$ cat src/source/weights.hex
// one layer matrix per line, 36 signed 17-bit weights with 8 fraction bits
// weight of row i (neuron) and column j (input) sits at bit (i*6+j)*17
00207FF000100010000207FF000100010000207FF000100010000207FF000100010000207FF000100010000207FF000100010000207FF000100010000207FF000100010000207FF0001000100
008000203FF0000C0008000203FF0000C0008000203FF0000C0008000203FF0000C0008000203FF0000C0008000203FF0000C0008000203FF0000C0008000203FF0000C0008000203FF0000C0
0060001000201FFC00060001000201FFC00060001000201FFC00060001000201FFC00060001000201FFC00060001000201FFC00060001000201FFC00060001000201FFC00060001000201FFC0
FFC00040000800080FFC00040000800080FFC00040000800080FFC00040000800080FFC00040000800080FFC00040000800080FFC00040000800080FFC00040000800080FFC00040000800080

$ cat src/source/nn_pkg.sv
package nn_pkg;

    // network shape
    localparam int NUM_NEURON  = 6;
    localparam int LAYER_MAX   = 4;
    localparam int LAYER_W     = 2;   // layer index width

    // fixed point formats
    localparam int INPUT_SIZE  = 9;   // signed activation
    localparam int WEIGHT_SIZE = 17;  // signed weight, FRAC_BITS fraction
    localparam int FRAC_BITS   = 8;
    localparam int ACC_SIZE    = 30;  // six full products plus guard bits
    localparam int ACT_MAX     = 2 ** (INPUT_SIZE - 1) - 1;

    localparam int CNT_W = $clog2(NUM_NEURON);
    localparam int VEC_W = NUM_NEURON * INPUT_SIZE;
    localparam int ROW_W = NUM_NEURON * WEIGHT_SIZE;  // one neuron's weights
    localparam int MAT_W = NUM_NEURON * ROW_W;

    localparam string WEIGHTS_INIT = "/design/src/source/weights.hex";

    typedef enum logic [2:0] {
        ST_IDLE,
        ST_LOAD,
        ST_START,
        ST_WAIT,
        ST_ACK
    } seq_state_t;

    // element idx of an activation vector
    function automatic logic signed [INPUT_SIZE-1:0] act_at(input logic [VEC_W-1:0] vec,
                                                            input int idx);
        return vec[idx*INPUT_SIZE +: INPUT_SIZE];
    endfunction

    // column idx of one weight row
    function automatic logic signed [WEIGHT_SIZE-1:0] wgt_at(input logic [ROW_W-1:0] row,
                                                             input int idx);
        return row[idx*WEIGHT_SIZE +: WEIGHT_SIZE];
    endfunction

    // drop the weight fraction, arithmetic shift
    function automatic logic signed [ACC_SIZE-1:0] scale_acc(input logic signed [ACC_SIZE-1:0] acc);
        return acc >>> FRAC_BITS;
    endfunction

    // ReLU, then clamp to the largest positive activation
    function automatic logic [INPUT_SIZE-1:0] relu_sat(input logic signed [ACC_SIZE-1:0] val);
        if (val < 0)
            return '0;
        else if (val > ACC_SIZE'(ACT_MAX))
            return INPUT_SIZE'(ACT_MAX);
        else
            return val[INPUT_SIZE-1:0];
    endfunction

endpackage

$ cat src/source/layer_if.sv
`timescale 1ns/100ps

interface layer_if;
    import nn_pkg::*;

    logic               start;      // one cycle pulse from the sequencer
    logic [LAYER_W-1:0] layer_num;
    logic [VEC_W-1:0]   inputs;     // held from start until valid
    logic [MAT_W-1:0]   weights;
    logic [VEC_W-1:0]   outputs;
    logic               valid;      // one cycle pulse, outputs good with it

    // sequencer side
    modport seq (
        output start, layer_num, inputs, weights,
        input  outputs, valid
    );

    // layer side
    modport lay (
        input  start, layer_num, inputs, weights,
        output outputs, valid
    );

endinterface

$ cat src/source/weight_rom.sv
`timescale 1ns/100ps

module weight_rom (
    input  logic                       clk,
    input  logic                       rd_en,
    input  logic [nn_pkg::LAYER_W-1:0] addr,
    output logic [nn_pkg::MAT_W-1:0]   data
);
    import nn_pkg::*;

    // one full matrix per layer pass
    logic [MAT_W-1:0] mem [LAYER_MAX];

    initial begin
        $readmemh(WEIGHTS_INIT, mem);
    end

    // one cycle read latency, data holds between reads
    always_ff @(posedge clk) begin
        if (rd_en) begin
            data <= mem[addr];
        end
    end

endmodule

$ cat src/source/neuron.sv
`timescale 1ns/100ps

module neuron (
    input  logic                          clk,
    input  logic                          rst,
    input  logic                          start,
    input  logic [nn_pkg::VEC_W-1:0]      inputs,
    input  logic [nn_pkg::ROW_W-1:0]      weight_row,
    output logic [nn_pkg::INPUT_SIZE-1:0] result,
    output logic                          done
);
    import nn_pkg::*;

    logic                       busy;     // accumulating
    logic [CNT_W-1:0]           cnt;      // input index
    logic signed [ACC_SIZE-1:0] acc;
    logic signed [ACC_SIZE-1:0] product;

    // signed operands, extended to accumulator width before the multiply
    assign product = act_at(inputs, cnt) * wgt_at(weight_row, cnt);

    always_ff @(posedge clk) begin
        if (rst) begin
            busy <= 1'b0;
            cnt  <= '0;
            done <= 1'b0;
        end else begin
            done <= 1'b0;
            if (start) begin
                busy <= 1'b1;
                cnt  <= '0;
            end else if (busy) begin
                if (cnt == CNT_W'(NUM_NEURON - 1)) begin
                    busy <= 1'b0;
                    cnt  <= '0;
                    done <= 1'b1;   // last product in
                end else begin
                    cnt <= cnt + 1'b1;
                end
            end
        end
    end

    // one product per cycle
    always_ff @(posedge clk) begin
        if (start) begin
            acc <= '0;
        end else if (busy) begin
            acc <= acc + product;
        end
    end

    // done marks the cycle the result register loads
    always_ff @(posedge clk) begin
        if (done) begin
            result <= relu_sat(scale_acc(acc));
        end
    end

endmodule

$ cat src/source/neural_layer.sv
`timescale 1ns/100ps

module neural_layer (
    input logic  clk,
    input logic  rst,
    layer_if.lay lyr
);
    import nn_pkg::*;

    logic [NUM_NEURON-1:0] done;

    // neuron i takes row i of the matrix, writes slice i of the vector
    for (genvar i = 0; i < NUM_NEURON; i++) begin : g_neuron
        neuron i_neuron (
            .clk        (clk),
            .rst        (rst),
            .start      (lyr.start),
            .inputs     (lyr.inputs),
            .weight_row (lyr.weights[i*ROW_W +: ROW_W]),
            .result     (lyr.outputs[i*INPUT_SIZE +: INPUT_SIZE]),
            .done       (done[i])
        );
    end

    // all neurons share start so they finish together
    // valid lands once every result register has loaded
    always_ff @(posedge clk) begin
        if (rst) begin
            lyr.valid <= 1'b0;
        end else begin
            lyr.valid <= &done;
        end
    end

endmodule

$ cat src/source/input_aggregator.sv
`timescale 1ns/100ps

module input_aggregator (
    input  logic                       clk,
    input  logic                       rst,
    input  logic                       req,
    input  logic [nn_pkg::VEC_W-1:0]   in_vec,
    output logic                       ack,
    output logic [nn_pkg::VEC_W-1:0]   out_vec,
    output logic                       layer_busy,
    output logic                       rom_rd,
    output logic [nn_pkg::LAYER_W-1:0] rom_addr,
    input  logic [nn_pkg::MAT_W-1:0]   rom_data,
    layer_if.seq                       lyr
);
    import nn_pkg::*;

    seq_state_t         state;
    logic [VEC_W-1:0]   act_buf;    // current layer input
    logic [MAT_W-1:0]   wgt_buf;    // current layer weights
    logic [LAYER_W-1:0] layer_idx;
    logic               last_layer;
    logic               accept;     // new request taken this cycle
    logic               fb_valid;   // layer result back this cycle

    assign last_layer = (layer_idx == LAYER_W'(LAYER_MAX - 1));
    assign accept     = (state == ST_IDLE) && req;
    assign fb_valid   = (state == ST_WAIT) && lyr.valid;

    // rom address goes out one cycle ahead of ST_LOAD
    assign rom_rd   = accept || (fb_valid && !last_layer);
    assign rom_addr = (state == ST_IDLE) ? '0 : layer_idx + 1'b1;

    assign lyr.start     = (state == ST_START);
    assign lyr.layer_num = layer_idx;
    assign lyr.inputs    = act_buf;
    assign lyr.weights   = wgt_buf;

    assign layer_busy = (state == ST_LOAD) || (state == ST_START) || (state == ST_WAIT);

    always_ff @(posedge clk) begin
        if (rst) begin
            state     <= ST_IDLE;
            layer_idx <= '0;
            ack       <= 1'b0;
            out_vec   <= '0;
        end else begin
            case (state)
                ST_IDLE: begin
                    if (req) begin
                        layer_idx <= '0;
                        state     <= ST_LOAD;
                    end
                end
                ST_LOAD: begin
                    state <= ST_START;  // rom_data is valid here
                end
                ST_START: begin
                    state <= ST_WAIT;
                end
                ST_WAIT: begin
                    if (lyr.valid) begin
                        if (last_layer) begin
                            out_vec <= lyr.outputs;
                            ack     <= 1'b1;
                            state   <= ST_ACK;
                        end else begin
                            layer_idx <= layer_idx + 1'b1;
                            state     <= ST_LOAD;
                        end
                    end
                end
                ST_ACK: begin
                    // hold ack and out_vec until the host lets go
                    if (!req) begin
                        ack   <= 1'b0;
                        state <= ST_IDLE;
                    end
                end
                default: begin
                    state <= ST_IDLE;
                end
            endcase
        end
    end

    // outside vector first, then each layer feeds the next
    always_ff @(posedge clk) begin
        if (accept) begin
            act_buf <= in_vec;
        end else if (fb_valid) begin
            act_buf <= lyr.outputs;
        end
        if (state == ST_LOAD) begin
            wgt_buf <= rom_data;
        end
    end

endmodule

$ cat src/source/nn_core_top.sv
`timescale 1ns/100ps

module nn_core_top (
    input  logic                     clk,
    input  logic                     rst,
    input  logic                     req,
    input  logic [nn_pkg::VEC_W-1:0] in_vec,
    output logic                     ack,
    output logic [nn_pkg::VEC_W-1:0] out_vec,
    output logic                     layer_busy
);
    import nn_pkg::*;

    logic               rom_rd;
    logic [LAYER_W-1:0] rom_addr;
    logic [MAT_W-1:0]   rom_data;

    layer_if lyr ();    // sequencer to layer

    weight_rom i_rom (
        .clk   (clk),
        .rd_en (rom_rd),
        .addr  (rom_addr),
        .data  (rom_data)
    );

    input_aggregator i_seq (
        .clk        (clk),
        .rst        (rst),
        .req        (req),
        .in_vec     (in_vec),
        .ack        (ack),
        .out_vec    (out_vec),
        .layer_busy (layer_busy),
        .rom_rd     (rom_rd),
        .rom_addr   (rom_addr),
        .rom_data   (rom_data),
        .lyr        (lyr.seq)
    );

    // single layer instance, reused for every pass
    neural_layer i_layer (
        .clk (clk),
        .rst (rst),
        .lyr (lyr.lay)
    );

endmodule

$ cat config.mk
export PLATFORM = sky130hd
export DESIGN_NAME = nn_core_top
export DESIGN_NICKNAME = d
export VERILOG_FILES = /design/src/source/nn_pkg.sv /design/src/source/layer_if.sv /design/src/source/weight_rom.sv /design/src/source/neuron.sv /design/src/source/neural_layer.sv /design/src/source/input_aggregator.sv /design/src/source/nn_core_top.sv
export SDC_FILE = /design/constraint.sdc
export NUM_CORES = 1
export LEC_CHECK = 0
export ABC_AREA = 1
export ABC_CLOCK_PERIOD_IN_PS = 4700
export CORE_UTILIZATION = 45
export CTS_CLUSTER_DIAMETER = 150
export DETAILED_ROUTE_END_ITERATION = 8
export DONT_BUFFER_PORTS = 1
export MAX_ROUTING_LAYER = met4
export PLACE_DENSITY = 0.7
export SLEW_MARGIN = 20
export SYNTH_ARGS = -nofsm -noshare
export SYNTH_HDL_FRONTEND = slang
export SYNTH_SLANG_ARGS = --single-unit
$ cat constraint.sdc
create_clock -name clk -period 4.7 [get_ports clk]
set_input_delay 0.705 -clock clk [delete_from_list [all_inputs] [get_ports clk]]
set_output_delay 0.705 -clock clk [all_outputs]
set_load 0.01 [all_outputs]
==> summary.md, run 1 <==
| Metric | Value |
|---|---|
| Status | `finished clean` |
| Synth Area in Compound Gates | `0.106` |
| Nets | `approximately 1800` |
| GRT Total Usage | `0.187` |
| Sink Count | `between 200 and 300` |
| Starting Density | `0.460` |
| Global-route wire length before repair | `44200 um` |
| Remaining antenna violation count after routing | `0` |
| TritonCTS clock tree | `done` |
| Vias per cell | `4.93` |
| # resized after CTS | `0` |
| DR vias | `10531` |
| Hold_buf cts | `0` |
| Final Max Tran Viols | `0` |
| Period utilisation layout | `0.594` |
| Final setup fails | `0` |
| Setup CP Type | `reg2reg` |
| HP Class | `in2reg` |
| Synth Area in Adders | `0.0244` |
| WP data required | `5.10 ns` |
| Final min period | `2.79 ns` |
| Num CTS Buffers | `28` |
| N_diodes | `0` |
| Slowest-stage cell, CP | `edfxtp_1` |
| Worst path max stage delay | `0.48 ns` |
| GPL Wtd Cong | `0.870` |
| Power Dens Cells | `398 nW/um^2` |
| Worst hold start | `rst` |
| Drt drc | `0` |
| Critical-path cell list | `nand2_1 -> o211ai_1 -> o21ai_0 -> o21ai_0 -> ha_1 -> ha_1 -> ha_1 -> ha_1 -> nand2_1 -> nor2_1 -> nand2_1 -> nor2_1 -> nand3_1 -> nand2_1 -> nor2_1` |
| WL final | `between 20000 and 30000 um` |
| Slew margin rel. | `0.509` |
| Pin count of the biggest net entering global routing | `57` |
| Skew-Pair Late Insertion Delay | `0.53 ns` |
| DR WL/cell | `12.4 um` |
| Clk pin slew, worst setup/hold paths | `0.06 ns` |
| Area Overhead vs Synth | `9.89%` |
| YS warnings | `0` |
| Arr. time, crit path | `3.19 ns` |
| Die Height | `roughly 170 um` |
| Avg Synthesized Cell Area | `7.38 sq um` |
| CTS H-tree depth | `1` |
| Hold slack final | `around 0.23 ns` |
| Seq/Total Area, Yosys | `0.488` |
| DIE AREA | `about 29000 sq um` |
| 1st-iter DRT viols | `around 700` |
| Crit Reg-Reg Startpoint | `i_seq.lyr.inputs[17]` |
| Crit-path max FO | `6` |
| Fmax | `0.358 GHz` |
| Critical Path Source Type | `flop` |
| CTS root buf | `clkbuf_16` |
| Mapped Cells | `1740` |
| Core Box Area | `27900 sq um` |
| Leakage | `6.42 nW` |
| IO buf count | `0` |
| Reg2reg setup slack | `1.91 ns` |
| Commonest non-fill, non-tap cell in the layout | `nand2_1` |
| Largest family of logic cells by synthesized area | `simple AND/OR/NAND/NOR gates` |
| Vias in the first global route | `9444` |
| Worst VDD drop | `211 uV` |
| Number of setup buffers added after CTS | `0` |
| Distinct cells, synth | `39` |
| Power Total | `between 0.005 and 0.006 W` |
| Crit. End Element | `flop` |
| Crit path from | `i_seq.lyr.inputs[17]` |
| Final Skew | `0.00953 ns` |
| Area leader, netlist | `dfxtp_1` |
| Hpwl dp | `18100 um` |
| I/O pins | `113` |
| Top post-synthesis cells by area | `dfxtp_1 35%, edfxtp_1 14%, nand2_1 11%` |
| Synth Cell Area | `12800 sq um` |
| Max Root-Sink Buffers | `3` |
| Layout cells sized above 1 | `0.0438` |
| Least-Margin Pin Slew | `0.737 ns` |
| GRT overflow | `0` |
| Mux contribution to synthesized area | `0.00526` |
| Initial DRT Pass Iterations | `5` |
| Reported max-cap violation count | `0` |
| Die width | `between 150 and 200 um` |
| Top cell type's share of synthesized area | `0.348` |
| Antenna violations before repair | `0` |
| Flops & latches, synth | `roughly 280` |
| Post-Synth XOR/XNOR Area | `0.00614` |
| Final Hold Fails | `0` |
| # rows | `61` |
| Simple-gate share of the synthesized area | `0.281` |
| RSZ-0062 raised after global routing | `false` |
| Most frequent cells in the layout | `370 x nand2_1, 334 x nor2_1, 229 x inv_1` |
| Total Neg Setup Slack | `0 ns` |
## cells by family after synthesis
logic type | after synthesis
xor gates and xnor gates | 9
adders and majority gates | 25
DFF | 283
and+or+nand+nor | 879
other | 1
AOI/OAI and AO/OA | 258
buffers and inverters | 279
muxes | 6
## through the flow
| stage | utilization | setup slack [ns] | cells | area (sq um) |
|---|---|---|---|---|
| 2_1_floorplan | - | 2.43 | 1745 | 12900 |
| 3_3_place_gp | 0.469 | 2.04 | 2083 | 13100 |
| 3_5_place_dp | 0.469 | 1.96 | 2083 | 13100 |
| 4_1_cts | 0.505 | 1.94 | 2135 | 14100 |
| 5_1_grt | 0.505 | 1.72 | 2135 | 14100 |
| 6_report | 0.505 | 1.91 | 2135 | 14100 |
## registers in the layout, summed over array words and instances, names as in the netlist
signal and flops:
i_seq.ack 1, i_seq.state 3, i_layer.g_neuron.i_neuron.acc 132, i_layer.lyr.valid 1, i_seq.lyr.layer_num 2, i_layer.g_neuron.i_neuron.cnt 18
i_layer.g_neuron.i_neuron.busy 6, i_seq.lyr.inputs 6, i_layer.g_neuron.i_neuron.done 6, i_seq.out_vec 54, i_layer.g_neuron.i_neuron.result 54
## where the power goes
part	total, W	switching [W]	internal [W]
sequential	0.00271	0.000117	0.00259
clock	0.00235	0.000929	0.00142
combinational	0.000556	0.000369	0.000187
## per-layer routing
| metal | part of all wire | GRT usage | wire length [um] |
|---|---|---|---|
| met1 | 0.48 | 0.255 | 12700 |
| met2 | 0.45 | 0.299 | 11900 |
| met3 | 0.058 | 0.0217 | 1540 |
| met4 | 0.011 | 0.0369 | 299 |
| met5 | 0 | - | 0 |
## critical path: cells and delay by family (launching register included)
family / cells / cell delay [ns]
AND/OR/NAND/NOR: 8 / 0.94
flip-flops: 1 / 0.48
AO/OA/AOI/OAI: 3 / 0.53
adder cells (fa/ha/maj): 4 / 0.74
## Yosys cell counts (all sizes together)
library cell,count
o21bai,1
buf,24
or2,1
xnor2,2
dfxtp,223
nand3b,4
o211ai,5
o31ai,2
conb,1
nand4,17
nor3b,4
xor2,7
and3,2
nor2,343
nand2,371
nand3,90
mux2,6
clkbuf,21
o21a,3
a211oi,5
a21oi,77
o2111ai,5
inv,233
o21ai,156
clkinv,1
edfxtp,60
nor3,47
a31oi,4
ha,25
## final timing paths
path / endpoint / cells after the start
max: i_layer.g_neuron[1].i_neuron.acc[26] / 15
min: i_seq.state[2] / 1
max reg2reg: i_layer.g_neuron[1].i_neuron.acc[26] / 15
min reg2reg: i_seq.out_vec[6] / 2
## area by class of cell
type / instances / area [sq um]
clock inverters: 11 / 141
multi-input cells: 1183 / 5450
inverters: 234 / 883
flip-flops and latches: 283 / 6270
fillers: 2698 / 13800
clock buffers: 41 / 852
repair buffers: 5 / 37.5
well taps: 378 / 473
Power figures use the tool's default switching activity.
==> inputs of run 2 (changes only) <==
- ABC_CLOCK_PERIOD_IN_PS: 4700 -> 2700
- clock period: 4.7 -> 2.7 ns (I/O delays scaled with it)
==> run 2 against run 1 <==
Compared with the run above:
- maximum frequency increased by 12%
- worst hold slack worse by 0.14 ns
- critical endpoint is now i_layer.g_neuron[1].i_neuron.acc[16]
- cell count up 0.80%
- largest power group unchanged
- via count rose by 1.5%
- total power is 79% higher
- setup slack worse by 1.7 ns
- sequential share of layout area fell by 0.90 points
- register-to-register slack worse by 1.7 ns
- sequential power grew 73%
==> summary.md, run 2 (same netlist as run 1, synthesis figures left out) <==
| Metric | Value |
|---|---|
| Reported max-cap violation count | `0 (unchanged)` |
| Fmax | `0.401 GHz (+12%)` |
| Remaining antenna violation count after routing | `0 (unchanged)` |
| Int Power | `0.00756 W (+80%)` |
| Final setup fails | `0 (unchanged)` |
| DR vias | `10692 (+1.5%)` |
| Core Box Area | `27900 sq um (unchanged)` |
| Met2 wire len | `12300 um (+3.0%)` |
| I/O pins | `113 (unchanged)` |
| Slew margin rel. | `0.543 (+0.0346)` |
| Most frequent cells in the layout | `366 x nand2_1, 321 x nor2_1, 226 x inv_1` |
| Max Root-Sink Buffers | `3 (unchanged)` |
| GRT Total Usage | `0.188 (+0.00156)` |
| Drt drc | `0 (unchanged)` |
| Hold slack final | `0.0911 ns (-0.138 ns)` |
| GRT overflow | `0 (unchanged)` |
| GPL Wtd Cong | `0.887 (+1.9%)` |
| Final Skew | `0.0218 ns (+0.0123 ns)` |
| Layout cells sized above 1 | `0.0688 (+0.0249)` |
| HP Class | `in2reg` |
| Skew-Pair Late Insertion Delay | `0.54 ns (about the same)` |
| DR WL met3 | `1380 um (-10%)` |
| WP data required | `3.16 ns (-1.94 ns)` |
| DR WL/cell | `12.6 um (+1.5%)` |
| Starting Density | `0.460 (unchanged)` |
| Clock Power Share | `0.429 (+0.010)` |
| WL met1 | `13000 um (+2.6%)` |
| Status | `finished clean` |
| Arr. time, crit path | `2.96 ns (-0.23 ns)` |
| DIE AREA | `29200 sq um (unchanged)` |
| Leakage | `6.52 nW (+1.5%)` |
| N_diodes | `0 (unchanged)` |
| Flop pwr share | `0.465 (-0.017)` |
| Pre-CTS WS | `0.0837 ns (-1.88 ns)` |
| Util after Layout | `0.515 (+0.0105)` |
| Worst VDD drop | `417 uV (+98%)` |
| Net Sw Frac | `0.250 (-0.00189)` |
| RSZ-0062 raised after global routing | `false` |
| CTS H-tree depth | `1 (unchanged)` |
| 1st-iter DRT viols | `582 (-18%)` |
| Reg with most FFs | `i_layer.g_neuron.i_neuron.acc` |
| Nets | `1834 (+0.94%)` |
| Commonest non-fill, non-tap cell in the layout | `nand2_1` |
| Final Max Tran Viols | `0 (unchanged)` |
| Hpwl dp | `18600 um (+2.4%)` |
| Vias in the first global route | `9689 (+2.6%)` |
| Antenna violations before repair | `0 (unchanged)` |
| Top Registers | `i_layer.g_neuron.i_neuron.acc: 132 flops, i_layer.g_neuron.i_neuron.result: 54 flops, i_seq.out_vec: 54 flops` |
| Least-Margin Pin Slew | `0.681 ns (-0.0565 ns)` |
| CTS root buf | `clkbuf_16` |
| Initial DRT Pass Iterations | `5 (unchanged)` |
| TritonCTS clock tree | `done` |
| Non-filler instance count after layout | `2152 (+0.80%)` |
| Total Neg Setup Slack | `0 ns (unchanged)` |
| Area Overhead vs Synth | `12.2%` |
| Setup CP Type | `reg2reg` |
| Clk pin slew, worst setup/hold paths | `0.06 ns (about the same)` |
| Final Hold Fails | `0 (unchanged)` |
| Dpl cells | `2093 (+0.48%)` |
| Crit path from | `i_seq.lyr.inputs[17]` |
| Die Height | `171 um (unchanged)` |
| Global-route wire length before repair | `44600 um (+0.97%)` |
| Highest Signal Layer | `met4` |
| Vias per cell | `4.97 (+0.73%)` |
| Crit Reg-Reg Startpoint | `i_seq.lyr.inputs[17]` |
| Crit-path max FO | `5 (-1)` |
| Switching power | `0.00252 W (+78%)` |
| Period utilisation layout | `0.924 (+0.330)` |
| Crit. End Element | `flop` |
| Logic pwr share | `0.105 (+0.006)` |
| Power Dens Cells | `700 nW/um^2 (+76%)` |
| Max FFs per register | `132 (unchanged)` |
| Final min period | `2.49 ns (-0.295 ns)` |
| Sink Count | `283 (unchanged)` |
| Critical Path Source Type | `flop` |
| Die width | `171 um (unchanged)` |
| WL final | `27100 um (+2.3%)` |
| Worst hold start | `req` |
| Pin count of the biggest net entering global routing | `64 (+12%)` |
| # rows | `61 (unchanged)` |
| IO buf count | `0 (unchanged)` |
| Num CTS Buffers | `29 (+3.6%)` |
| Final worst slack | `0.205 ns (-1.71 ns)` |
[run 2: through the flow]
| stage | instance area, sq um | total power, W |
|---|---|---|
| 4_1_cts | 14200 | 0.0101 |
| 3_3_place_gp | 13200 | 0.00576 |
| 2_1_floorplan | 12900 | 0.00552 |
| 3_5_place_dp | 13200 | 0.00581 |
| 5_1_grt | 14400 | 0.0106 |
| 6_report | 14400 | 0.0101 |
[run 2: what timing repair did]
item | CTS | global route
setup endpoints to repair | 0 | 55
resized for setup | 0 | 45
hold buffers | 1 | 0
setup buffers | 0 | 5
endpoints found under the hold margin | 11 | 0
[run 2: power by group through the flow]
stage	logic [W]	registers, W	clock network [W]
finish	0.00106	0.00469	0.00433
global route	0.00124	0.00471	0.00460
CTS	0.00104	0.00469	0.00441
detailed placement	0.00103	0.00478	0
global placement	0.000990	0.00477	0
floorplan	0.000829	0.00469	0
[run 2: final cells by class]
cell class,count,area [sq um]
well taps,378,473
clock buffers,32,757
fillers,2607,13500
clock inverters,21,288
repair buffers,21,160
inverters,234,883
multi-input cells,1183,5570
flip-flops and latches,283,6270
[run 2: worst paths after layout]
check,slack (ns),cells after the start,endpoint
worst max register to register,0.21,15,i_layer.g_neuron[1].i_neuron.acc[16]
worst min-delay path,0.09,2,i_seq.state[2]
worst min register to register,0.47,2,i_seq.out_vec[9]
worst max-delay path,0.21,15,i_layer.g_neuron[1].i_neuron.acc[16]
[run 2: worst max-delay path, stage by stage, from the launching register on]
cell and delay [ns]:
edfxtp_1 0.43, nand2_1 0.08, o211ai_1 0.07, o21ai_0 0.11, o21ai_1 0.22, ha_2 0.20
ha_1 0.14, ha_2 0.19, ha_2 0.18, nand2_1 0.09, nor2_2 0.17, nand2_2 0.09
buf_4 0.15, nor2_2 0.08, o21ai_0 0.07, a21oi_1 0.14
[run 2: layer usage]
| metal | global-route usage | vias to the layer above |
|---|---|---|
| li1 | - | 5605 |
| met1 | 0.247 | 4860 |
| met2 | 0.311 | 194 |
| met3 | 0.0254 | 33 |
| met4 | 0.0365 | 0 |
| met5 | - | - |
